===== config.mk =====
export PLATFORM = sky130hd
export DESIGN_NAME = result_assembler
export DESIGN_NICKNAME = d
export VERILOG_FILES = /design/src/result_assembler.sv
export VERILOG_INCLUDE_DIRS = /design/src /design/src/src
export SDC_FILE = /design/constraint.sdc
export NUM_CORES = 1
export LEC_CHECK = 0
export ABC_AREA = 1
export BUFFER_PORTS_ARGS = -buffer_cell sky130_fd_sc_hd__buf_4
export CORE_MARGIN = 2
export CORE_UTILIZATION = 50
export CTS_BUF_LIST = sky130_fd_sc_hd__clkbuf_16
export DETAILED_ROUTE_END_ITERATION = 8
export HOLD_SLACK_MARGIN = 0.06
export PLACE_DENSITY = 0.82
export SETUP_SLACK_MARGIN = 0.05
export SYNTH_ARGS = -nofsm -noshare
export SYNTH_HDL_FRONTEND = slang
export SYNTH_SLANG_ARGS = --single-unit

===== constraint.sdc =====
create_clock -name clk -period 1.4 [get_ports clk]
set_clock_uncertainty 0.2 [all_clocks]
set_input_delay 0.14 -clock clk [delete_from_list [all_inputs] [get_ports clk]]
set_output_delay 0.14 -clock clk [all_outputs]
set_load 0.1 [all_outputs]

===== src/serial_alu_consts.svh =====
// Serial ALU width constants
`ifndef SERIAL_ALU_CONSTS_SVH
`define SERIAL_ALU_CONSTS_SVH

// operand and result width
`define WORD_WIDTH 32

// width of one ALU slice
`define NIBBLE_WIDTH 4

// slices per word
`define NIBBLE_COUNT 8

// enough bits to address every slice of a word
`define IDX_WIDTH 3

`endif

===== src/result_assembler.sv =====
// Result assembler
`timescale 1ns/1ps
`include "serial_alu_consts.svh"

module result_assembler (
    input  logic                     clk,
    input  logic                     arst_n,
    input  logic                     load,
    input  logic [`WORD_WIDTH-1:0]   a,
    input  logic                     write,
    input  logic [`IDX_WIDTH-1:0]    index,
    input  logic [`NIBBLE_WIDTH-1:0] res_nib,
    output logic [`WORD_WIDTH-1:0]   result
);

    localparam logic [`WORD_WIDTH-1:0] NIB_MASK = `WORD_WIDTH'({`NIBBLE_WIDTH{1'b1}});

    logic [`WORD_WIDTH-1:0] res_wide;

    // current word with one slice replaced, one candidate per index
    logic [`WORD_WIDTH-1:0] inserted [`NIBBLE_COUNT];

    assign res_wide = `WORD_WIDTH'(res_nib);

    for (genvar i = 0; i < `NIBBLE_COUNT; i++) begin : g_insert
        assign inserted[i] = (result & ~(NIB_MASK << (i * `NIBBLE_WIDTH)))
                           | (res_wide << (i * `NIBBLE_WIDTH));
    end

    // preloading a keeps the upper nibbles that an early INC skips
    always_ff @(posedge clk or negedge arst_n) begin
        if (!arst_n) begin
            result <= '0;
        end else if (load) begin
            result <= a;
        end else if (write) begin
            result <= inserted[index];
        end
    end

    a_load_write: assert property (
        @(posedge clk) disable iff (!arst_n)
        !(load && write)
    ) else $error("result_assembler: load and write in the same cycle");

endmodule


# [Word level (Yosys, flattened, before mapping)]
# Cells that the tools add are included.
[op_classes] n_lt_le_gt_ge=1 mux=5 bitwise_logic=9 reduce_logical=1
[op_table] cell="32-bit two-way mux" count=4
[op_table] cell="32-bit binary-select mux with 3-bit select" count=1
[op_table] cell="28-bit by 32-bit OR with 32-bit output" count=1
[op_table] cell="32-bit by 12-bit OR with 32-bit output" count=1
[op_table] cell="32-bit by 16-bit OR with 32-bit output" count=1
[op_table] cell="32-bit by 20-bit OR with 32-bit output" count=1
[op_table] cell="32-bit by 24-bit OR with 32-bit output" count=1
[op_table] cell="32-bit by 28-bit OR with 32-bit output" count=1
[op_table] cell="32-bit by 4-bit OR with 32-bit output" count=1
[op_table] cell="32-bit by 8-bit OR with 32-bit output" count=1
[op_table] cell="4-bit greater-or-equal comparator (second input constant)" count=1
[op_table] cell="3-bit NOT with 4-bit output" count=1
[op_table] cell="2-bit nonzero test" count=1
[totals] register_bits=32 in_bits=43 elab_cells=17

# [Depth between registers and ports, before layout]
[depth] depth_word=6 mapped_depth=8 depth_no_buf=7

# [Worst setup path after synthesis]
# Ideal clock, no wire load.
[synth_path] kind="register to register" start="register result[0]" end="register result[0]" arrival_time_ps=1088 required_time_ps=1132 slack_ps=44 path_stages_with_launch=3 n_path_buf=0 synth_period_minus_slack_ps=1356 cell_sequence="dfrtp_1 -> nand2_1 -> nand2_1"
[synth_via] elab_chain_cells=6
[synth_rtl] item="from (decl)" line_no="result_assembler.sv:13" source="output logic [`WORD_WIDTH-1:0] result"
[synth_rtl] item="from (signal assigned)" line_no="result_assembler.sv:37" source="result <= inserted[index];"
[synth_rtl] item="28-bit by 32-bit OR with 32-bit output (tied with other cells)" line_no="result_assembler.sv:26" source="assign inserted[i] = (result & ~(NIB_MASK << (i * `NIBBLE_WIDTH)))"
[synth_rtl] item="32-bit binary-select mux with 3-bit select *" line_no="result_assembler.sv:37"
[synth_rtl] item="32-bit two-way mux (implied by the code) * (2 in a row)" line_no="result_assembler.sv:37"
[synth_rtl] item="32-bit two-way mux *" line_no="result_assembler.sv:36" source="end else if (write) begin"
[synth_rtl] item="32-bit two-way mux *" line_no="result_assembler.sv:34" source="end else if (load) begin"
# Mark *: on every way between the ends. The rest lies on a longest branch, timed or not. The select of a mux whose other input is x is not followed.
# A chain may end at the register's enable or synchronous reset.

# [Worst setup path in the final report]
[layout_path] start="register result[30]" end="output port result[30]"
# No word-level cell between the ends.

==> impl_metrics.toml <==
[floorplanning]
die_h_um = 64.7
row_count = 22
die_area_sq_mm = 0.00418
start_util = 0.510
io_pins = 75
die_w_um = 64.7
fp.coreArea_sq_mm = 0.00361

[final_layout]
area_delta_synth_final_pct = 60.8
n_antenna_cell = 0
top_register = "result"
largest_register_ff_count = 32
layout.nets = 435
fin_area_sq_mm = 0.00296
drive_above_1_share = 0.323
top_regs = "result x32"

[synthesis]
synth_most_common_cell = "nand2_1"
ys_seq_elements = 32
yosys-top-cells-count = "nand2_1, dfrtp_1, o21ai_0"
synth_area_leader_cell = "dfrtp_1"
synth_mux_area_frac = 0
synth_compound_area_frac = 0.0694
synthDistinctLibCells = 16
synth.avg_cell_area_sq_um = 6.64
syn_inst = 277
synthTopCellsByArea = "dfrtp_1, nand2_1, o21ai_0"
syn_nets = 320
ys_seq_area_frac = 0.435
syn_area_sq_mm = 0.00184
yosys_warnings = 0
synth_edf_count = 0
async_reset_ff_frac = 1.00
yosys.area_share.simple = 0.431
netlist.area_leader.share = 0.435
synthAdderAreaFrac = 0
synth_top_family_by_area = "simple AND/OR/NAND/NOR gates"
synth_xor_area_frac = 0
synth_ff_type = "dfrtp_1"

[drt]
viasPerCell = 5.34
drt-wirelength-per-cell_um = 14.3
routed_wl_um = 6320
detail-route-antenna-nets = 0
vias = 2353
remaining_drc_errors = 0
drt-pass1-iter-count = 5
drt-initial-drc-count = 291

[clock_network]
clock_sinks = 32
cts_resized = 0
post_cts.repair.setup_buffers = 0
cts_tree = "done"
hold_buffers = 33
numCtsBuffers = 5
cts_max_level = 2
cts-root-buf = "clkbuf_16"
clk_pin_slew_ns = 0.05
clk_latency_ns = 0.27
clk_path_buf_depth = 2

[hold_path]
min_path_cells = 6
min_path_type = "in -> reg"

[power_and_ir_drop]
p_int_mw = 2.10
power.total_mw = 3.77
pwr-share-clk = 0.266
p_leak_nw = 1.62
switching_share = 0.443
combPwrFrac = 0.434
p_per_area_mw_per_mm2 = 1280
power_switching_mw = 1.67
seq_power_share = 0.299
peakVddDrop_mv = 0.928

[timing]
whs_ns = 0.0997
fin_crit_sh = 0.920
maxSlewViolCount = 0
fmax_mhz = 776
setup_violations = 0
tns_ns = 0
fin_crit_ns = 1.29
slew-limit-headroom = 0.737
hold_viol = 0
worstMarginPinSlew_ns = 0.394
rsz0062_at_grt = "false"

[place]
place_area_sq_mm = 0.00249
portBuffers = 74
gp_congestion = 0.894
hpwl_um = 3880

[critical_path]
worstSetupPathType = "reg -> out"
cpMaxStageDelayCell = "dfrtp_1"
cp_data_required_time_ns = 1.06
reg2reg_depth = 2
critPathLaunchType = "register"
critical_path_arrival_ns = 0.95
critical_path.max_fanout = 2
cp_num_buf_inv = 1
critPathTopFamily = "flip-flops"
crit_cells = 1
slowest_delay_ns = 0.37
cp-end-kind = "output port"
crit_chain = "buf_4"

[global_routing]
grt_max_degree = 33
grt_first_pass_wirelength_um = 10300
antenna_found_initial = 0
grt_overflow = 0
grt_use_total = 0.320
grt_pass1_vias = 2283

[outcome]
outcome = "completed"

[job]
maxCapViolCount = 0
==> layout make-up <==
type	instances	area [sq um]
clock buffer	5	125
clock inverter	3	11.3
fill	225	648
inverter	14	52.6
multi-input combinational	223	920
sequential	32	836
tap	48	60.1
timing repair buffer	116	953
==> cells in the final DEF, fill, tap and decap left out <==
| cell type | synthesis | final |
|---|---|---|
| nor2_4 | 2 | 2 |
| nor2_1 | 14 | 14 |
| a21oi_2 | 1 | 1 |
| nand2_2 | 2 | 2 |
| inv_1 | 11 | 13 |
| nand3_1 | 16 | 16 |
| o21ai_0 | 18 | 18 |
| nor2_2 | 2 | 2 |
| a21oi_1 | 4 | 4 |
| dfrtp_2 | 0 | 28 |
| clkbuf_16 | 0 | 5 |
| inv_2 | 3 | 3 |
| dlygate4sd3_1 | 0 | 33 |
| dfrtp_1 | 32 | 4 |
| o21ai_2 | 1 | 1 |
| nand2_1 | 163 | 163 |
| clkinv_1 | 0 | 1 |
| buf_4 | 3 | 83 |
==> routing by layer <==
metal / share of wire / track usage / up-vias
met5: 0 / 0 / -
met4: 0.036 / 0.168 / 0
met3: 0.075 / 0.0660 / 32
met2: 0.50 / 0.543 / 140
met1: 0.39 / 0.383 / 1091
li1: - / - / 1090
==> logic make-up (layout without fill, tap and decap cells) <==
logic type,count (synthesis),after routing
buffers and inverters,22,138
AND/OR/NAND/NOR,199,199
AO/OA/AOI/OAI,24,24
flip-flops,32,32
==> per-stage QoR <==
stage,util,worst slack [ns],std cells
2_1_floorplan,-,0.0544,277
3_3_place_gp,0.691,0.121,400
3_5_place_dp,0.691,0.0943,400
4_1_cts,0.820,0.129,441
5_1_grt,0.820,0.110,441
6_report,0.820,0.112,441
==> power by group through the flow <==
stage	combinational, mW	clock [mW]	sequential [mW]
after floorplan	0.272	0	2.01
after detailed placement	1.53	0	1.14
after global routing	1.71	1.06	1.14
final	1.64	1.00	1.13
after CTS	1.62	1.00	1.13
after global placement	1.52	0	1.14
==> final timing paths <==
check | from | end | slack [ns]
min reg2reg | result[31] | result[31] | 0.28
max reg2reg | result[27] | result[27] | 0.56
max | result[30] | result[30] | 0.11
min | index[2] | result[4] | 0.1
min in group asynchronous | arst_n | result[25] | 0.14
max in group asynchronous | arst_n | result[4] | 0.55
Note: power is estimated with default switching activity, not from simulation.
