## config.mk

```make
export PLATFORM = sky130hd
export DESIGN_NAME = operand_store
export DESIGN_NICKNAME = d
export VERILOG_FILES = /design/src/operand_store.sv
export VERILOG_INCLUDE_DIRS = /design/src /design/src/src
export SDC_FILE = /design/constraint.sdc
export NUM_CORES = 1
export LEC_CHECK = 0
export BUFFER_PORTS_ARGS = -buffer_cell sky130_fd_sc_hd__buf_2
export CELL_PAD_IN_SITES_DETAIL_PLACEMENT = 0
export CELL_PAD_IN_SITES_GLOBAL_PLACEMENT = 1
export CORE_MARGIN = 5
export CORE_UTILIZATION = 30
export CTS_CLUSTER_DIAMETER = 80
export CTS_CLUSTER_SIZE = 14
export DETAILED_ROUTE_END_ITERATION = 6
export PLACE_DENSITY_LB_ADDON = 0.1
export SLEW_MARGIN = 40
export SYNTH_ARGS = -nofsm -noshare
export SYNTH_HDL_FRONTEND = slang
export SYNTH_SLANG_ARGS = --single-unit
```

## constraint.sdc

```tcl
create_clock -name clk -period 1.7 [get_ports clk]
set_input_delay 0.17 -clock clk [delete_from_list [all_inputs] [get_ports clk]]
set_output_delay 0.17 -clock clk [all_outputs]
set_load 0.02 [all_outputs]
```

## src/serial_alu_consts.svh

```systemverilog
// Serial ALU width constants
`ifndef SERIAL_ALU_CONSTS_SVH
`define SERIAL_ALU_CONSTS_SVH

// operand and result width
`define WORD_WIDTH 32

// width of one ALU slice
`define NIBBLE_WIDTH 4

// slices per word
`define NIBBLE_COUNT 8

// enough bits to address every slice of a word
`define IDX_WIDTH 3

`endif
```

## src/operand_store.sv

```systemverilog
// Operand store
`timescale 1ns/1ps
`include "serial_alu_consts.svh"

module operand_store (
    input  logic                     clk,
    input  logic                     arst_n,
    input  logic                     load,
    input  logic [`WORD_WIDTH-1:0]   a,
    input  logic [`WORD_WIDTH-1:0]   b,
    input  logic [`IDX_WIDTH-1:0]    index,
    output logic [`NIBBLE_WIDTH-1:0] a_nib,
    output logic [`NIBBLE_WIDTH-1:0] b_nib
);

    logic [`WORD_WIDTH-1:0] a_q;
    logic [`WORD_WIDTH-1:0] b_q;

    // per-slice views of the stored words
    logic [`NIBBLE_WIDTH-1:0] a_slice [`NIBBLE_COUNT];
    logic [`NIBBLE_WIDTH-1:0] b_slice [`NIBBLE_COUNT];

    // operands stay put for the whole operation
    always_ff @(posedge clk or negedge arst_n) begin
        if (!arst_n) begin
            a_q <= '0;
            b_q <= '0;
        end else if (load) begin
            a_q <= a;
            b_q <= b;
        end
    end

    // slice boundaries fixed at elaboration, so selection is a plain index
    for (genvar i = 0; i < `NIBBLE_COUNT; i++) begin : g_slice
        assign a_slice[i] = a_q[i*`NIBBLE_WIDTH +: `NIBBLE_WIDTH];
        assign b_slice[i] = b_q[i*`NIBBLE_WIDTH +: `NIBBLE_WIDTH];
    end

    assign a_nib = a_slice[index];
    assign b_nib = b_slice[index];

endmodule

```

# After elaboration in Yosys (flattened, before gate mapping)

Cells that the tools add are included.

Flip-flop bits (word level): 64
Output and inout port bits: 8

$lt $le $gt $ge: 1
Muxes and demuxes: 6
Bitwise gates (word level): 1

Operators by type and width:

| kind                                                      | number |
|---|---|
| binary-select mux 4 bit (select 3 bit)                    | 2 |
| 2-to-1 mux 4 bit                                          | 4 |
| greater-or-equal comparator 4 bit (second input constant) | 1 |
| NOT 3 -> 4 bit                                            | 1 |

# Logic depth before layout (Yosys ltp)

Depth in word-level cells: 4
Mapped depth: 4
Gate-level depth less buffers: 2

# Least setup slack after synthesis

Ideal clock, no wire load.

Kind: input to output
Start: in index[0]
End: out a_nib[0]
Data arrival time: 1.263 ns
Data required time: 1.530 ns
Path slack: 0.267 ns
Cell stages on the path: 4
Buffers on the path: 2
Cell sequence: buf_6 -> buf_12 -> mux4_1 -> mux2_2

Word-level cells in the longest chain between the ends: 4

Ends and longest elaborated chain:

| element                                              | line                | source |
|---|---|---|
| from (decl)                                          | operand_store.sv:11 | `` input logic [`IDX_WIDTH-1:0] index, `` |
| NOT 3 -> 4 bit (implied by the code)                 | operand_store.sv:40 | `assign a_nib = a_slice[index];` |
| binary-select mux 4 bit (select 3 bit)               | operand_store.sv:40 |  |
| 2-to-1 mux 4 bit (implied by the code) (2 in series) | operand_store.sv:40 |  |
| to (decl)                                            | operand_store.sv:12 | `` output logic [`NIBBLE_WIDTH-1:0] a_nib, `` |

No other way between the ends. The select of a mux whose other input is x is not followed.

# Worst setup path after layout

Start: reg b_q[19]
End: out b_nib[3]

Word-level cells in the longest chain between the ends: 3

Ends and longest elaborated chain:

| element                                              | line                | source |
|---|---|---|
| from (decl)                                          | operand_store.sv:17 | `` logic [`WORD_WIDTH-1:0] b_q; `` |
| from (signal assigned)                               | operand_store.sv:27 | `b_q <= '0;` |
| from (signal assigned)                               | operand_store.sv:30 | `b_q <= b;` |
| binary-select mux 4 bit (select 3 bit)               | operand_store.sv:41 | `assign b_nib = b_slice[index];` |
| 2-to-1 mux 4 bit (implied by the code) (2 in series) | operand_store.sv:41 |  |
| to (decl)                                            | operand_store.sv:13 | `` output logic [`NIBBLE_WIDTH-1:0] b_nib `` |

No other way between the ends. The select of a mux whose other input is x is not followed.

==> insert_results.sql <==
INSERT INTO impl_metrics (metric_group, metric, value, unit) VALUES
('logic_synthesis', 'edff_count_synth', '0', ''),
('clock_tree', 'cts.root.buffer_cell', 'sky130_fd_sc_hd__clkbuf_8', ''),
('die', 'dieWidth', '108', 'um'),
('sta', 'timing.final.hold_violations', '0', ''),
('pwr', 'p_switching', '0.906', 'mW'),
('grt', 'gr-total-overflow', '0', ''),
('grt', 'grt_usage', '11.5', '%'),
('die', 'dieArea', '11800', 'um2'),
('status', 'failed_checks', 'setup timing', ''),
('placement', 'routabilityCongestion', '0.660', ''),
('route', 'wire_per_inst', '16.7', 'um'),
('logic_synthesis', 'ys_warn_count', '0', ''),
('grt', 'first_global_vias', '1919', ''),
('sta', 'post-route-worst-setup-slack', '-0.0882', 'ns'),
('route', 'viasPerCell', '4.54', ''),
('route', 'drc_errors', '0', ''),
('worst_setup_path', 'worst_path_max_delay_cell', 'sky130_fd_sc_hd__mux4_2', ''),
('worst_setup_path', 'reg2reg_slack', '0.82', 'ns'),
('logic_synthesis', 'synth_ff_type', 'sky130_fd_sc_hd__dfrtp_1', ''),
('status', 'status', 'complete, but fails checks', ''),
('pwr', 'totalPowerFinal', '3.85', 'mW'),
('logic_synthesis', 'syn_nets', '234', ''),
('placement', 'buffer_ports.inserted', '77', ''),
('grt', 'antenna_found_initial', '1', ''),
('logic_synthesis', 'syn-instance-count', '164', ''),
('placement', 'placedCellCount', '366', ''),
('logic_synthesis', 'synthTopCellsByCount', 'sky130_fd_sc_hd__mux2_2, sky130_fd_sc_hd__dfrtp_1, sky130_fd_sc_hd__mux4_1, sky130_fd_sc_hd__buf_2, sky130_fd_sc_hd__clkbuf_1', ''),
('die', 'rows', '36', ''),
('clock_tree', 'cts_tree', 'built', ''),
('logic_synthesis', 'synth_top_area_share', '55.1', '%'),
('worst_setup_path', 'critPathLaunchType', 'flop', ''),
('logic_synthesis', 'postSynthAreaPerCell', '17.7', 'um2'),
('cells_and_area', 'fin_cells', '386', ''),
('pwr', 'comb_power_share', '16.8', '%'),
('sta', 'setup_violations', '8', ''),
('cells_and_area', 'layout-drive-gt1-share', '74.3', '%'),
('worst_hold_path', 'number_of_cells_on_the_worst_hold_path', '2', ''),
('cells_and_area', 'fillCellCount', '969', ''),
('logic_synthesis', 'ys_ff_latch', '64', ''),
('cells_and_area', 'finish.net_count', '318', ''),
('worst_setup_path', 'timing.critical_path.slowest_cell_delay', '0.47', 'ns'),
('worst_setup_path', 'crit_required', '1.53', 'ns'),
('sta', 'min_period_over_period', '105', '%'),
('pwr', 'power.clock.fraction', '37.5', '%'),
('sta', 'tightest_slew', '0.456', 'ns'),
('placement', 'placement.setup.worst_slack', '0.0550', 'ns'),
('worst_setup_path', 'critical_path.cell_chain', 'mux4_2, mux2_4, buf_6', ''),
('logic_synthesis', 'number_of_distinct_library_cell_variants_in_the_gate_level_netlist_after_synthesis', '9', ''),
('worst_hold_path', 'timing.hold.worst_endpoint', 'a_q[2]', ''),
('clock_tree', 'clk_transition_reported_paths', '0.07', 'ns'),
('pwr', 'p_seq_share', '45.7', '%'),
('pwr', 'internal_power', '2.94', 'mW'),
('cells_and_area', 'final_core_util', '38.9', '%'),
('pwr', 'power_leakage', '1.65', 'nW'),
('sta', 'grt_setup_unrepaired', 'true', ''),
('worst_setup_path', 'cp.arrival', '1.62', 'ns'),
('grt', 'grt_first_pass_wirelength', '10.0', 'mm'),
('logic_synthesis', 'ys_seq_area_share', '55.1', '%'),
('sta', 'final-max-slew-violation-count', '0', ''),
('logic_synthesis', 'synth-async-reset-ratio', '100', '%'),
('route', 'number_of_drc_markers_after_the_initial_detailed_route_iteration', '26', ''),
('cells_and_area', 'synthToLayoutAreaGrowth', '28.5', '%'),
('worst_setup_path', 'worst_setup_path_end_kind', 'output pin', ''),
('logic_synthesis', 'syn_area', '2910', 'um2'),
('pwr', 'p_sw_share', '23.5', '%'),
('logic_synthesis', 'post_synth_main_area_contributors', 'sky130_fd_sc_hd__dfrtp_1, sky130_fd_sc_hd__mux2_2, sky130_fd_sc_hd__mux4_1', ''),
('worst_setup_path', 'r2r_start', 'a_q[14]', ''),
('grt', 'grt_max_degree', '65', ''),
('sta', 'tns', '-0.560', 'ns'),
('logic_synthesis', 'synth_most_common_cell', 'sky130_fd_sc_hd__mux2_2', ''),
('route', 'wirelength', '6.45', 'mm');
==> cell usage in the layout (no fill, tap or decap), drive strengths merged <==
cell type | synthesis | routed
bufinv | 0 | 2
mux4 | 16 | 16
buf | 10 | 84
clkinv | 0 | 3
clkinvlp | 0 | 1
clkbuf | 2 | 10
dlygate4sd3 | 0 | 1
dfrtp | 64 | 64
mux2 | 72 | 72
==> layer usage <==
layer | GRT usage, % | up-vias | share of wire, %
met2 | 17.3 | 53 | 47
met5 | 0 | - | 0.20
met4 | 3.79 | 2 | 1.3
li1 | - | 786 | -
met1 | 14.6 | 902 | 44
met3 | 5.61 | 9 | 7.4
==> sequential cells by signal, indices dropped and copies added, names as in the netlist <==
name and flops:
b_q 32, a_q 32
==> critical path, delay by kind of cell (launching register included) <==
family / cells / cell delay (ns)
mux: 2 / 0.76
flops: 1 / 0.39
buf+inv: 1 / 0.13
==> how the worst max path moves through the flow <==
stage	cells after the start	slack [ns]	end	startpoint
CTS	3	-0.12	b_nib[2]	b_q[22]
floorplan	4	0.27	a_nib[0]	index[0]
global placement	5	0.05	b_nib[3]	index[0]
detailed placement	5	0.06	b_nib[3]	index[0]
global route	3	-0.15	b_nib[0]	b_q[20]
finish	3	-0.09	b_nib[3]	b_q[19]
==> logic make-up (layout without fill, tap and decap cells) <==
logic type,after synthesis,after routing,share of synthesized area [%]
DFF,64,64,55.1
muxes,88,88,42.2
buffers and inverters,12,101,2.67
==> power groups by stage <==
stage / logic, mW / registers (mW) / clock network (mW)
after floorplan: 0.376 / 1.75 / 0
after global placement: 0.569 / 1.78 / 0
after detailed placement: 0.573 / 1.78 / 0
after CTS: 0.660 / 1.76 / 1.51
after global routing: 0.704 / 1.78 / 1.56
final: 0.648 / 1.76 / 1.44
==> final cells by class <==
class / count / share of cell area [%]
multi-input combinational: 88 / 32.1
timing repair buffer: 85 / 14.7
clock inverter: 6 / 2.21
clock buffer: 10 / 3.69
tap: 133 / 4.46
sequential: 64 / 42.9
==> through the flow <==
step | hold WS [ns] | area [um2]
floorplan | -0.126 | 2910
global placement | 0.220 | 3460
detailed placement | 0.217 | 3460
CTS | 0.0345 | 3740
global route | 0.0312 | 3730
finish | 0.0612 | 3730
==> repair_timing <==
item,4_1_cts,5_1_grt
hold buffers,1,0
endpoints found under the hold margin,64,0
setup endpoints to repair,8,8
pin swaps,0,0
setup buffers,3,0
resized for setup,34,4
Power figures use the tool's default switching activity.
