<file path="src/serial_alu_consts.svh">
// Serial ALU width constants
`ifndef SERIAL_ALU_CONSTS_SVH
`define SERIAL_ALU_CONSTS_SVH

// operand and result width
`define WORD_WIDTH 32

// width of one ALU slice
`define NIBBLE_WIDTH 4

// slices per word
`define NIBBLE_COUNT 8

// enough bits to address every slice of a word
`define IDX_WIDTH 3

`endif
</file>
<file path="src/serial_alu_pkg.sv">
// Serial ALU types
package serial_alu_pkg;

    // value 7 is left unused on purpose
    typedef enum logic [2:0] {
        ADD = 3'd0,
        SUB = 3'd1,
        AND = 3'd2,
        OR  = 3'd3,
        XOR = 3'd4,
        SHR = 3'd5,
        INC = 3'd6
    } alu_op_e;

    typedef enum logic {
        IDLE = 1'b0,
        RUN  = 1'b1
    } seq_state_e;

endpackage

</file>
<file path="src/nibble_sequencer.sv">
// Nibble sequencer
`timescale 1ns/1ps
`include "serial_alu_consts.svh"

module nibble_sequencer import serial_alu_pkg::*; (
    input  logic                  clk,
    input  logic                  arst_n,
    input  logic                  start,
    input  alu_op_e               op,
    input  logic                  carry_out,
    output logic                  load,
    output logic                  write,
    output logic [`IDX_WIDTH-1:0] index,
    output alu_op_e               op_q,
    output logic                  carry_in,
    output logic                  carry,
    output logic                  busy,
    output logic                  done
);

    seq_state_e state;

    // shift walks from the top nibble down, everything else walks up
    logic dir_down;
    logic last_step;
    logic finish;

    assign load  = start && (state == IDLE);
    assign write = (state == RUN);
    assign busy  = (state == RUN);

    assign last_step = dir_down ? (index == '0)
                                : (index == `IDX_WIDTH'(`NIBBLE_COUNT - 1));

    // INC can stop once no carry is left to propagate
    assign finish = write && (last_step || (op_q == INC && !carry_out));

    always_ff @(posedge clk or negedge arst_n) begin
        if (!arst_n) begin
            state    <= IDLE;
            index    <= '0;
            dir_down <= 1'b0;
            op_q     <= ADD;
            carry_in <= 1'b0;
            carry    <= 1'b0;
            done     <= 1'b0;
        end else begin
            done <= 1'b0;
            case (state)
                IDLE: begin
                    if (load) begin
                        state    <= RUN;
                        op_q     <= op;
                        dir_down <= (op == SHR);
                        index    <= (op == SHR) ? `IDX_WIDTH'(`NIBBLE_COUNT - 1) : '0;
                        // SUB adds the inverted operand plus one
                        carry_in <= (op == SUB) || (op == INC);
                    end
                end
                RUN: begin
                    carry_in <= carry_out;
                    index    <= dir_down ? index - 1'b1 : index + 1'b1;
                    if (finish) begin
                        state <= IDLE;
                        carry <= carry_out;
                        done  <= 1'b1;
                    end
                end
                default: begin
                    state <= IDLE;
                end
            endcase
        end
    end

    // done is a single-cycle strobe
    a_done_pulse: assert property (
        @(posedge clk) disable iff (!arst_n)
        done |=> !done
    ) else $error("nibble_sequencer: done high for two cycles");

    // the strobe only follows the last step of an operation
    a_done_from_run: assert property (
        @(posedge clk) disable iff (!arst_n)
        done |-> $past(state == RUN)
    ) else $error("nibble_sequencer: done raised outside RUN");

    // a start that arrives while busy leaves the running operation alone
    a_start_ignored: assert property (
        @(posedge clk) disable iff (!arst_n)
        start && busy |=> $stable(op_q) && $stable(dir_down)
    ) else $error("nibble_sequencer: start taken while busy");

endmodule

</file>
<file path="config.mk">
export PLATFORM = sky130hd
export DESIGN_NAME = nibble_sequencer
export DESIGN_NICKNAME = d
export VERILOG_FILES = /design/src/serial_alu_pkg.sv /design/src/nibble_sequencer.sv
export VERILOG_INCLUDE_DIRS = /design/src /design/src/src
export SDC_FILE = /design/constraint.sdc
export NUM_CORES = 1
export LEC_CHECK = 0
export BUFFER_PORTS_ARGS = -buffer_cell sky130_fd_sc_hd__buf_2
export CORE_AREA = 10 10 47 49
export CTS_CLUSTER_SIZE = 40
export DETAILED_ROUTE_END_ITERATION = 7
export DIE_AREA = 0 0 57 59
export PLACE_DENSITY_LB_ADDON = 0.2
export SYNTH_ARGS = -nofsm -noshare
export SYNTH_HDL_FRONTEND = slang
export SYNTH_SLANG_ARGS = --single-unit
</file>
<file path="constraint.sdc">
create_clock -name clk -period 2.69 [get_ports clk]
set_clock_uncertainty 0.05 [all_clocks]
set_input_delay 0.6725 -clock clk [delete_from_list [all_inputs] [get_ports clk]]
set_output_delay 0.6725 -clock clk [all_outputs]
set_load 0.01 [all_outputs]
</file>
# == After elaboration in Yosys (flattened, before gate mapping) ==
# Cells that the tools add are included.
# op_classes
eq_ne,6
magnitude_cmp,0
bitwise,1
n_mul,0
n_reduce_logical,9
addsub,2
n_shift,0
div,0
muxes,12
# ops
cell,n
3-bit == test (second input constant),4
3-bit two-way mux,3
1-bit two-way mux,6
3-bit one-hot mux with 2 select lines,1
1-bit one-hot mux with 2 select lines,2
2-bit AND reduction,2
3-bit by 1-bit adder with 3-bit output (second input constant),1
3-bit by 1-bit == test with 1-bit output (second input constant),1
1-bit logical AND,3
3-bit logical NOT,1
3-bit by 1-bit subtractor with 3-bit output (second input constant),1
1-bit logical OR,2
2-bit != test (second input constant),1
1-bit logical NOT,1
1-bit inverter,1
# totals
ramBits,0
mem_bits_ro,0
latch_bits,0
n_memories,0
reg_bits,11

# == Longest topological paths before layout ==
# Gate-level depths: netlist (run 1).
# depth
depth_word,6
depth_mapped,5
ltp_nobuf,5

# == Worst setup path after synthesis (run 1) ==
# OpenSTA, ideal clock, no wires.
# synth_path
kind,input to output
startpoint,in start
endpoint,out load
t_required_ns,1.967
setup_slack_ns,0.854
n_path_buf,2
t_arrival_ns,1.113
cell_stages,3
cell_sequence,buf_2 nor2b_1 buf_2
# synth_via
elab_chain_len,1
# synth_rtl
item,line,source
start: declaration,nibble_sequencer.sv:8,"input logic start,"
1-bit logical AND,nibble_sequencer.sv:28,assign load = start && (state == IDLE);
end: declaration,nibble_sequencer.sv:11,"output logic load,"
# No other way between the ends.

# == Worst setup path after layout (run 1) ==
# Same ends and word-level chain as after synthesis.

==> results of run 1 <==
[area by class of cell]
cell class                      instances  share of cell area
Sequential cell                        11               0.394
Clock buffer                            4              0.0376
Multi-Input combinational cell         31               0.374
Tap cell                               16              0.0286
Timing Repair Buffer                   19               0.140
Inverter                                5              0.0268
[worst paths after layout]
check                            to  slack, ns
min                        index[0]       0.22
max                            load       0.68
max reg2reg                index[2]       1.16
min in group clk              carry       0.45
min reg2reg                   carry       0.45
max in group asynchronous   op_q[0]       2.17
[cell families after synthesis]
kind of cell               after synthesis  share of synthesized area
adders and majority gates                1                     0.0346
muxes                                    6                      0.113
AOI/OAI and AO/OA                        8                      0.115
and+or+nand+nor                         14                      0.160
buffers and inverters                    9                     0.0714
xor gates and xnor gates                 2                     0.0303
DFF                                     11                      0.476
[worst max-delay path, cell delays in order]
cell and delay (ns):
buf_2 0.16, nor2b_1 0.16, buf_4 0.16, buf_2 0.14
[sequential cells by signal, indices dropped and copies added (netlist names)]
register,count
busy,1
index,3
carry,1
done,1
carry_in,1
op_q,3
dir_down,1
[layer usage]
metal / vias to the layer above / part of all wire
li1: 216 / -
met1: 198 / 0.40
met2: 10 / 0.50
met3: 2 / 0.092
met4: 0 / 0.0073
met5: - / 0
[cells in the final DEF (no fill, tap or decap)]
cell type,instances
nor4bb_1,1
mux2_2,4
or3b_1,1
o31ai_2,1
nor4b_2,1
inv_1,5
clkbuf_4,3
buf_4,1
nand3b_1,2
a21o_1,1
a211o_1,2
nor2b_1,1
clkbuf_1,1
xnor2_1,2
nand2_1,2
nor3_1,1
dfrtp_1,11
buf_2,18
fa_1,1
and4b_1,1
a311o_1,1
o21ai_0,2
mux2i_1,2
nor2_1,4
o2bb2ai_1,1
[power by group through the flow]
stage / clock network, mW / registers [mW] / logic, mW
finish: 0.112 / 0.323 / 0.368
global route: 0.128 / 0.338 / 0.417
CTS: 0.117 / 0.325 / 0.378
detailed placement: 0 / 0.329 / 0.375
global placement: 0 / 0.327 / 0.371
floorplan: 0 / 0.340 / 0.236
[stage by stage]
step | cells | cell area, um2
after detailed placement | 82 | 673
after CTS | 86 | 699
after floorplan | 51 | 578
final | 86 | 699
after global placement | 82 | 673
after global routing | 86 | 699
==> flow_metrics.tcl, run 1 <==
set metrics [dict create \
    rsz0062_at_grt "no" \
    crit-reg2reg-launch "index[0]" \
    die_x_um 57 \
    utilization 0.499 \
    tightest_slew_ns 0.480 \
    area_growth_pct 21.0 \
    synth-seq-cells 11 \
    dp_hpwl_um 993 \
    drtPass1Iterations 4 \
    critPathMaxFanout 8 \
    layout.nets 79 \
    dp_slack_ns 0.703 \
    fin_tns_setup_ns 0 \
    grt_max_degree 12 \
    synth_cell_types 23 \
    max-cap-violations 0 \
    vias 426 \
    drt_iter0_drc 1 \
    drive_gt1_frac 0.400 \
    setup_ws_ns 0.683 \
    cp.required_ns 1.97 \
    num_rows 14 \
    grt_usage 0.0798 \
    synthTopCellsByArea "dfrtp_1 48%, mux2_2 7.8%, fa_1 3.5%, mux2i_1 3.5%, inv_1 3.2%" \
    fillers 140 \
    power_uw 804 \
    syn_nets 59 \
    port_buffers 18 \
    antenna_found_initial 0 \
    synth_area_per_cell_um2 11.3 \
    cts_tree "done" \
    synth_edf_count 0 \
    start_kind "input pin" \
    cts_sinks 11 \
    ios 19 \
    diodes 0 \
    crit_arrival_ns 1.28 \
    criticalPathCategory "input pin to output pin" \
    wl_per_cell_um 14.4 \
    register_area_um2 275 \
    initial_core_util 0.412 \
    comb_power_share 0.458 \
    grt_pass1_wl_mm 2.15 \
    grt_pass1_vias 472 \
    synth_ff_type "dfrtp_1" \
    p_leak_nw 0.342 \
    synth_common_cells "11 x dfrtp_1, 5 x inv_1, 4 x mux2_2, 4 x nor2_1, 3 x buf_2" \
    power_switching_uw 316 \
    ir_drop_mv 0.443 \
    vias_per_cell 4.95 \
    busiest_layer "met2" \
    final-setup-viol-count 0 \
    hold_viol 0 \
    fin_hold_ws_ns 0.217 \
    netlist.area_leader.share 0.476 \
    drtAntennaViolNets 0 \
    synth_cells 51 \
    slew_viol_final 0 \
    yosysWarnings 0 \
    multi_input_area_um2 262 \
    ff2ff_path_depth 5 \
    synth_async_sr_flop_share 1.00 \
    maxSlewHeadroom 0.676 \
    fmax_mhz 498 \
    status "complete, no violations" \
    grt_use_met2 0.133 \
    gp_congestion 0.766 \
    holdBufCountCts 0 \
    p_seq_frac 0.402 \
    met3_usage 0.0494 \
    grt_overflow 0 \
    htree_num_levels 1 \
    cts_root_buf "clkbuf_4" \
    synthesis.area_um2 578 \
    synth_top_area_cell "dfrtp_1" \
    drc_errors 0 \
    die-area_um2 3360 \
    wl_mm 1.24 \
    die_h_um 59 \
    power_density_nw_per_um2 1150 \
    crit_path_start "start" \
    cellInternalPower_uw 488 \
    cts_resized 0 \
    clk_latency_ns 0.26 \
    cts_buffer_depth 2 \
    core_um2 1400 \
    min_path_type "input pin to asynchronous set/reset pin" \
    use_met1 0.0791 \
    switching_share 0.393 \
    finalCriticalPeriod_ns 2.01 \
    yosysMostFrequentCell "dfrtp_1" \
    post-route-period-util 0.746 \
    clk_pin_slew_ns 0.07 \
    pwr-share-clk 0.140 \
    numCtsBuffers 3 \
    cts_setup_buffers 0 \
    yosysSeqAreaShare 0.476 \
    critPathCaptureType "output pin" \
]
Note: power is estimated with default switching activity, not from simulation.
==> run 2, diff against run 1 <==
--- a/config.mk
+++ b/config.mk
@@ -6,6 +6,7 @@
 export SDC_FILE = /design/constraint.sdc
 export NUM_CORES = 1
 export LEC_CHECK = 0
+export ABC_AREA = 1
 export BUFFER_PORTS_ARGS = -buffer_cell sky130_fd_sc_hd__buf_2
 export CORE_AREA = 10 10 47 49
 export CTS_CLUSTER_SIZE = 40
==> constraint.sdc (replaced) <==
create_clock -name clk -period 1.85 [get_ports clk]
set_clock_uncertainty 0.05 [all_clocks]
set_input_delay 0.4625 -clock clk [delete_from_list [all_inputs] [get_ports clk]]
set_output_delay 0.4625 -clock clk [all_outputs]
set_load 0.01 [all_outputs]
==> run 2 against run 1 <==
Compared with the run above:
- clock power grew 47%
- combinational power is 36% higher
- global-route usage down 0.37 points
- largest power group unchanged
- largest cell class unchanged
- cell area decreased by 4.8%
- sequential cell count is the same
==> flow_metrics.tcl, run 2 <==
set metrics [dict create \
    drc_errors 0 \
    critPathMaxFanout 8 \
    grt_pass1_vias 487 \
    vias_per_cell 4.77 \
    cts_buffer_depth 2 \
    critPathCaptureType "output pin" \
    htree_num_levels 1 \
    wl_per_cell_um 12.2 \
    crit_chain "nor2_4, buf_2" \
    fillers 155 \
    vias 477 \
    gp_congestion 0.686 \
    cts_root_buf "clkbuf_4" \
    cts_sinks 11 \
    die_x_um 57 \
    core_um2 1400 \
    antenna_found_initial 0 \
    synth_cells 63 \
    cts_resized 0 \
    final_area_um2 666 \
    numCtsBuffers 3 \
    start_kind "flop" \
    synth_ff_type "dfrtp_1" \
    utilization 0.475 \
    criticalPathCategory "flop to output pin" \
    die_h_um 59 \
    clk_pin_slew_ns 0.07 \
    max-cap-violations 0 \
    place_area_um2 639 \
    ir_drop_mv 0.788 \
    power_mw 1.12 \
    yosysWarnings 0 \
    power_density_nw_per_um2 1680 \
    grt_usage 0.0761 \
    rsz0062_at_grt "no" \
    grt_overflow 0 \
    synth_common_cells "18 x nand2_1, 11 x dfrtp_1, 8 x inv_1" \
    area_growth_pct 24.0 \
    synth_edf_count 0 \
    post-route-period-util 0.873 \
    drt_iter0_drc 1 \
    grt_pass1_wl_mm 2.09 \
    synth_top_area_cell "dfrtp_1" \
    wl_mm 1.22 \
    dp_slack_ns 0.400 \
    slew_viol_final 0 \
    cpMaxStageDelayCell "dfrtp_1" \
    cp_slowest_stage_delay_ns 0.48 \
    grt_max_degree 12 \
    fin_tns_setup_ns 0 \
    final_cell_mix "18 x nand2_1, 18 x buf_2, 11 x dfrtp_1" \
    maxSlewHeadroom 0.802 \
    fmax_mhz 619 \
    yosysSeqAreaShare 0.513 \
    dp_hpwl_um 968 \
    drive_gt1_frac 0.310 \
    finalCriticalPeriod_ns 1.61 \
    synth_async_sr_flop_share 1.00 \
    syn_nets 71 \
    final-setup-viol-count 0 \
    cp.required_ns 1.34 \
    synthesis.area_um2 537 \
    diodes 0 \
    ios 19 \
    synth_cell_types 19 \
    crit_arrival_ns 1.10 \
    p_leak_nw 0.373 \
    cts_setup_buffers 0 \
    hold_viol 0 \
    initial_core_util 0.383 \
    layout.nets 93 \
    min_path_type "input pin to asynchronous set/reset pin" \
    tightest_slew_ns 0.296 \
    die-area_um2 3360 \
    synth-seq-cells 11 \
    holdBufCountCts 0 \
    synthTopCellsByArea "dfrtp_1 51%, nand2_1 13%, inv_1 5.6%, nand3_1 4.7%, fa_1 3.7%" \
    yosysMostFrequentCell "nand2_1" \
    netlist.area_leader.share 0.513 \
    cts_tree "done" \
    port_buffers 18 \
    clk_latency_ns 0.26 \
    setup_ws_ns 0.236 \
    drtPass1Iterations 4 \
    status "complete, no violations" \
    synth_area_per_cell_um2 8.52 \
    num_rows 14 \
    top_regs "index (3), op_q (3)" \
    drtAntennaViolNets 0 \
]
==> run 2: cell count changes after synthesis, sizes merged, moves of 2 or more <==
cell,previous run,this run
nand2,2,19
inv,5,11
nand3,0,5
mux2,4,0
buf,4,1
a211o,2,0
mux2i,2,0
nand3b,2,0
xnor2,2,0
==> run 2: kinds of logic (layout without fill, tap and decap cells) <==
group                      Yosys count  count (layout)  synth area share
adders and majority gates            1               1            0.0373
and+or+nand+nor                     30              30             0.249
DFF                                 11              11             0.513
buffers and inverters               12              33            0.0909
AOI/OAI and AO/OA                    9               9             0.110
==> run 2: report_power, final <==
| group | switching [mW] | internal, mW | total, mW |
|---|---|---|---|
| Clock | 0.0813 | 0.0833 | 0.165 |
| Combinational | 0.289 | 0.211 | 0.500 |
| Sequential | 0.100 | 0.350 | 0.450 |
==> run 2: final timing paths <==
check                           slack, ns  cells past startpoint  endpoint      from
worst min-delay path                0.005                      1  index[0]    arst_n
min in group clk                     0.39                      3   op_q[2]     op[2]
worst max-delay path                 0.24                      2      load      busy
max in group asynchronous            1.54                      1   op_q[1]    arst_n
worst min register to register       0.42                      2     carry     carry
worst max register to register       0.39                      5  index[2]  index[0]
==> run 2: metrics by stage <==
step / hold WS [ns] / cells
2_1_floorplan: 0.117 / 63
3_5_place_dp: 0.298 / 96
5_1_grt: 0.0105 / 100
6_report: 0.00497 / 100
4_1_cts: 0.00910 / 100
3_3_place_gp: 0.297 / 96
==> run 2: layout make-up <==
cell class,count,area (um2),area share
Tap cell,16,20.0,0.0301
Multi-Input combinational cell,40,213,0.320
Sequential cell,11,275,0.414
Clock buffer,4,26.3,0.0395
Timing Repair Buffer,18,90.1,0.135
Inverter,11,41.3,0.0620
==> run 2: metal layers <==
metal	vias to the layer above	share of wire	global-route usage
met2	14	0.45	0.119
met5	-	0	0
met3	2	0.076	0.0300
met1	216	0.46	0.0871
met4	0	0.014	0.0403
li1	245	-	-
==> run 2: worst max-delay path, delay by kind of cell, from the launching register on <==
kind | cells | cell delay [ns]
buf+inv | 1 | 0.16
flops | 1 | 0.48
simple gates | 1 | 0.20
==> run 3, diff against run 2 <==
--- a/config.mk
+++ b/config.mk
@@ -8,10 +8,13 @@
 export LEC_CHECK = 0
 export ABC_AREA = 1
 export BUFFER_PORTS_ARGS = -buffer_cell sky130_fd_sc_hd__buf_2
-export CORE_AREA = 10 10 47 49
+export CELL_PAD_IN_SITES_DETAIL_PLACEMENT = 2
+export CELL_PAD_IN_SITES_GLOBAL_PLACEMENT = 2
+export CORE_MARGIN = 10
+export CORE_UTILIZATION = 28
+export CTS_BUF_LIST = sky130_fd_sc_hd__clkbuf_4 sky130_fd_sc_hd__clkbuf_8
 export CTS_CLUSTER_SIZE = 40
 export DETAILED_ROUTE_END_ITERATION = 7
-export DIE_AREA = 0 0 57 59
 export PLACE_DENSITY_LB_ADDON = 0.2
 export SYNTH_ARGS = -nofsm -noshare
 export SYNTH_HDL_FRONTEND = slang
==> constraint.sdc (replaced) <==
create_clock -name clk -period 1.5 [get_ports clk]
set_clock_uncertainty 0.05 [all_clocks]
set_input_delay 0.375 -clock clk [delete_from_list [all_inputs] [get_ports clk]]
set_output_delay 0.375 -clock clk [all_outputs]
set_load 0.01 [all_outputs]
==> run 3 against run 2 <==
Compared with the run above:
- global-route usage grew 1.1 points
- sequential share of layout area shrank 3.4 points
- die area grew 21%
- worst hold slack gained 0.30 ns
- count of clock-buffer cells in the layout is the same
- power grew 37%
- combinational power grew 55%
- critical path depth grew 3
- wire length grew 36%
- largest power group unchanged
==> flow_metrics.tcl, run 3 (synthesis gave the netlist of run 2 again) <==
set metrics [dict create \
    htree_num_levels 1 \
    status "complete, no violations" \
    place_area_um2 658 \
    post-route-period-util 0.951 \
    diodes 0 \
    drt_iter0_drc 7 \
    grt_overflow 0 \
    final_cell_mix "18 x nand2_1, 18 x buf_2, 10 x dfrtp_1" \
    drc_errors 0 \
    num_rows 15 \
    start_kind "flop" \
    cts_tree "done" \
    dp_hpwl_mm 1.32 \
    fmax_mhz 701 \
    critPathMaxFanout 2 \
    cpMaxStageDelayCell "fa_1" \
    cp_slowest_stage_delay_ns 0.43 \
    power_density_nw_per_um2 2100 \
    top_regs "index (3), op_q (3)" \
    maxSlewHeadroom 0.824 \
    cts_buffer_depth 2 \
    ios 19 \
    criticalPathCategory "flop to flop" \
    area_growth_pct 35.9 \
    wl_per_cell_um 14.4 \
    grt_usage 0.0874 \
    power_mw 1.53 \
    max-cap-violations 0 \
    grt_max_degree 12 \
    die-area_um2 4070 \
    final_area_um2 729 \
    layout.nets 99 \
    min_path_type "input pin to flop" \
    crit_chain "inv_1, fa_1, or2_0, nand3_1, nand3_1" \
    drtPass1Iterations 2 \
    grt_pass1_wl_mm 2.89 \
    die_x_um 63.8 \
    critPathCaptureType "flop" \
    hold_viol 0 \
    multi_input_area_um2 213 \
    drive_gt1_frac 0.367 \
    cp.required_ns 1.60 \
    drtAntennaViolNets 0 \
    wl_mm 1.66 \
    clk_pin_slew_ns 0.08 \
    numCtsBuffers 3 \
    tightest_slew_ns 0.264 \
    grt_pass1_vias 605 \
    fillers 236 \
    setup_ws_ns 0.0734 \
    core_um2 1760 \
    register_area_um2 277 \
    clk_latency_ns 0.27 \
    crit_arrival_ns 1.53 \
    die_h_um 63.8 \
    p_leak_nw 0.404 \
    antenna_found_initial 0 \
    ir_drop_mv 0.806 \
    dp_slack_ns 0.0665 \
    finalCriticalPeriod_ns 1.43 \
    gp_congestion 0.713 \
    slew_viol_final 0 \
    vias_per_cell 4.63 \
    port_buffers 18 \
    cts_root_buf "clkbuf_4" \
    cts_sinks 11 \
    vias 533 \
    crit_path_frequent_cell "nand3_1" \
    initial_core_util 0.304 \
    final-setup-viol-count 0 \
]
run 3: cell types whose count changed in the layout (fill, tap and decap cells not counted), sizes merged:
cell / change
buf: +5
dlygate4sd3: +1
run 3: what timing repair did:
| action | in CTS | in global routing |
|---|---|---|
| buffers inserted | 2 | 2 |
| endpoints found under the setup margin | 1 | 2 |
| hold buffers | 1 | 0 |
| resized for setup | 1 | 0 |
| endpoints found under the hold margin | 11 | 0 |
| pin swaps | 0 | 1 |
run 3: final timing paths:
| path | start | to | slack (ns) | depth (start not counted) |
|---|---|---|---|---|
| max in group asynchronous | arst_n | busy | 0.71 | 2 |
| max | index[0] | index[2] | 0.07 | 5 |
| min reg2reg | carry | carry | 0.42 | 2 |
| min | op[2] | op_q[2] | 0.30 | 3 |
| min in group asynchronous | arst_n | dir_down | 0.46 | 2 |
| max reg2reg | index[0] | index[2] | 0.07 | 5 |
run 3: area by class of cell:
| class | count | area share |
|---|---|---|
| sequential | 11 | 0.379 |
| multi-input combinational | 40 | 0.292 |
| timing repair buffer | 24 | 0.189 |
| inverter | 11 | 0.0566 |
| tap | 25 | 0.0429 |
| clock buffer | 4 | 0.0412 |
run 3: metrics by stage:
step | hold slack, ns | setup TNS, ns | std cells | utilization
final | 0.301 | 0 | 115 | 0.413
after global placement | 0.209 | 0 | 106 | 0.373
after CTS | 0.292 | 0 | 113 | 0.405
after global routing | 0.311 | -0.00904 | 115 | 0.413
after floorplan | 0.0294 | 0 | 63 | -
after detailed placement | 0.215 | 0 | 106 | 0.373
run 3: layer usage:
metal  vias to the layer above  part of all wire  global-route usage
met3                         2             0.059              0.0348
met2                        15              0.48               0.133
li1                        255                 -                   -
met4                         0             0.017              0.0492
met5                         -                 0                   0
met1                       261              0.45               0.102
run 3: critical path, delay by kind of cell (launching register included):
kind	cells	cell delay (ns)
adder cells (fa/ha/maj)	1	0.43
buffers and inverters	1	0.06
flip-flops	1	0.37
AND/OR/NAND/NOR	3	0.39
run 3: power breakdown:
group	internal [mW]	total [mW]	switching, mW
Combinational	0.332	0.777	0.446
Sequential	0.434	0.530	0.0952
Clock	0.121	0.225	0.104
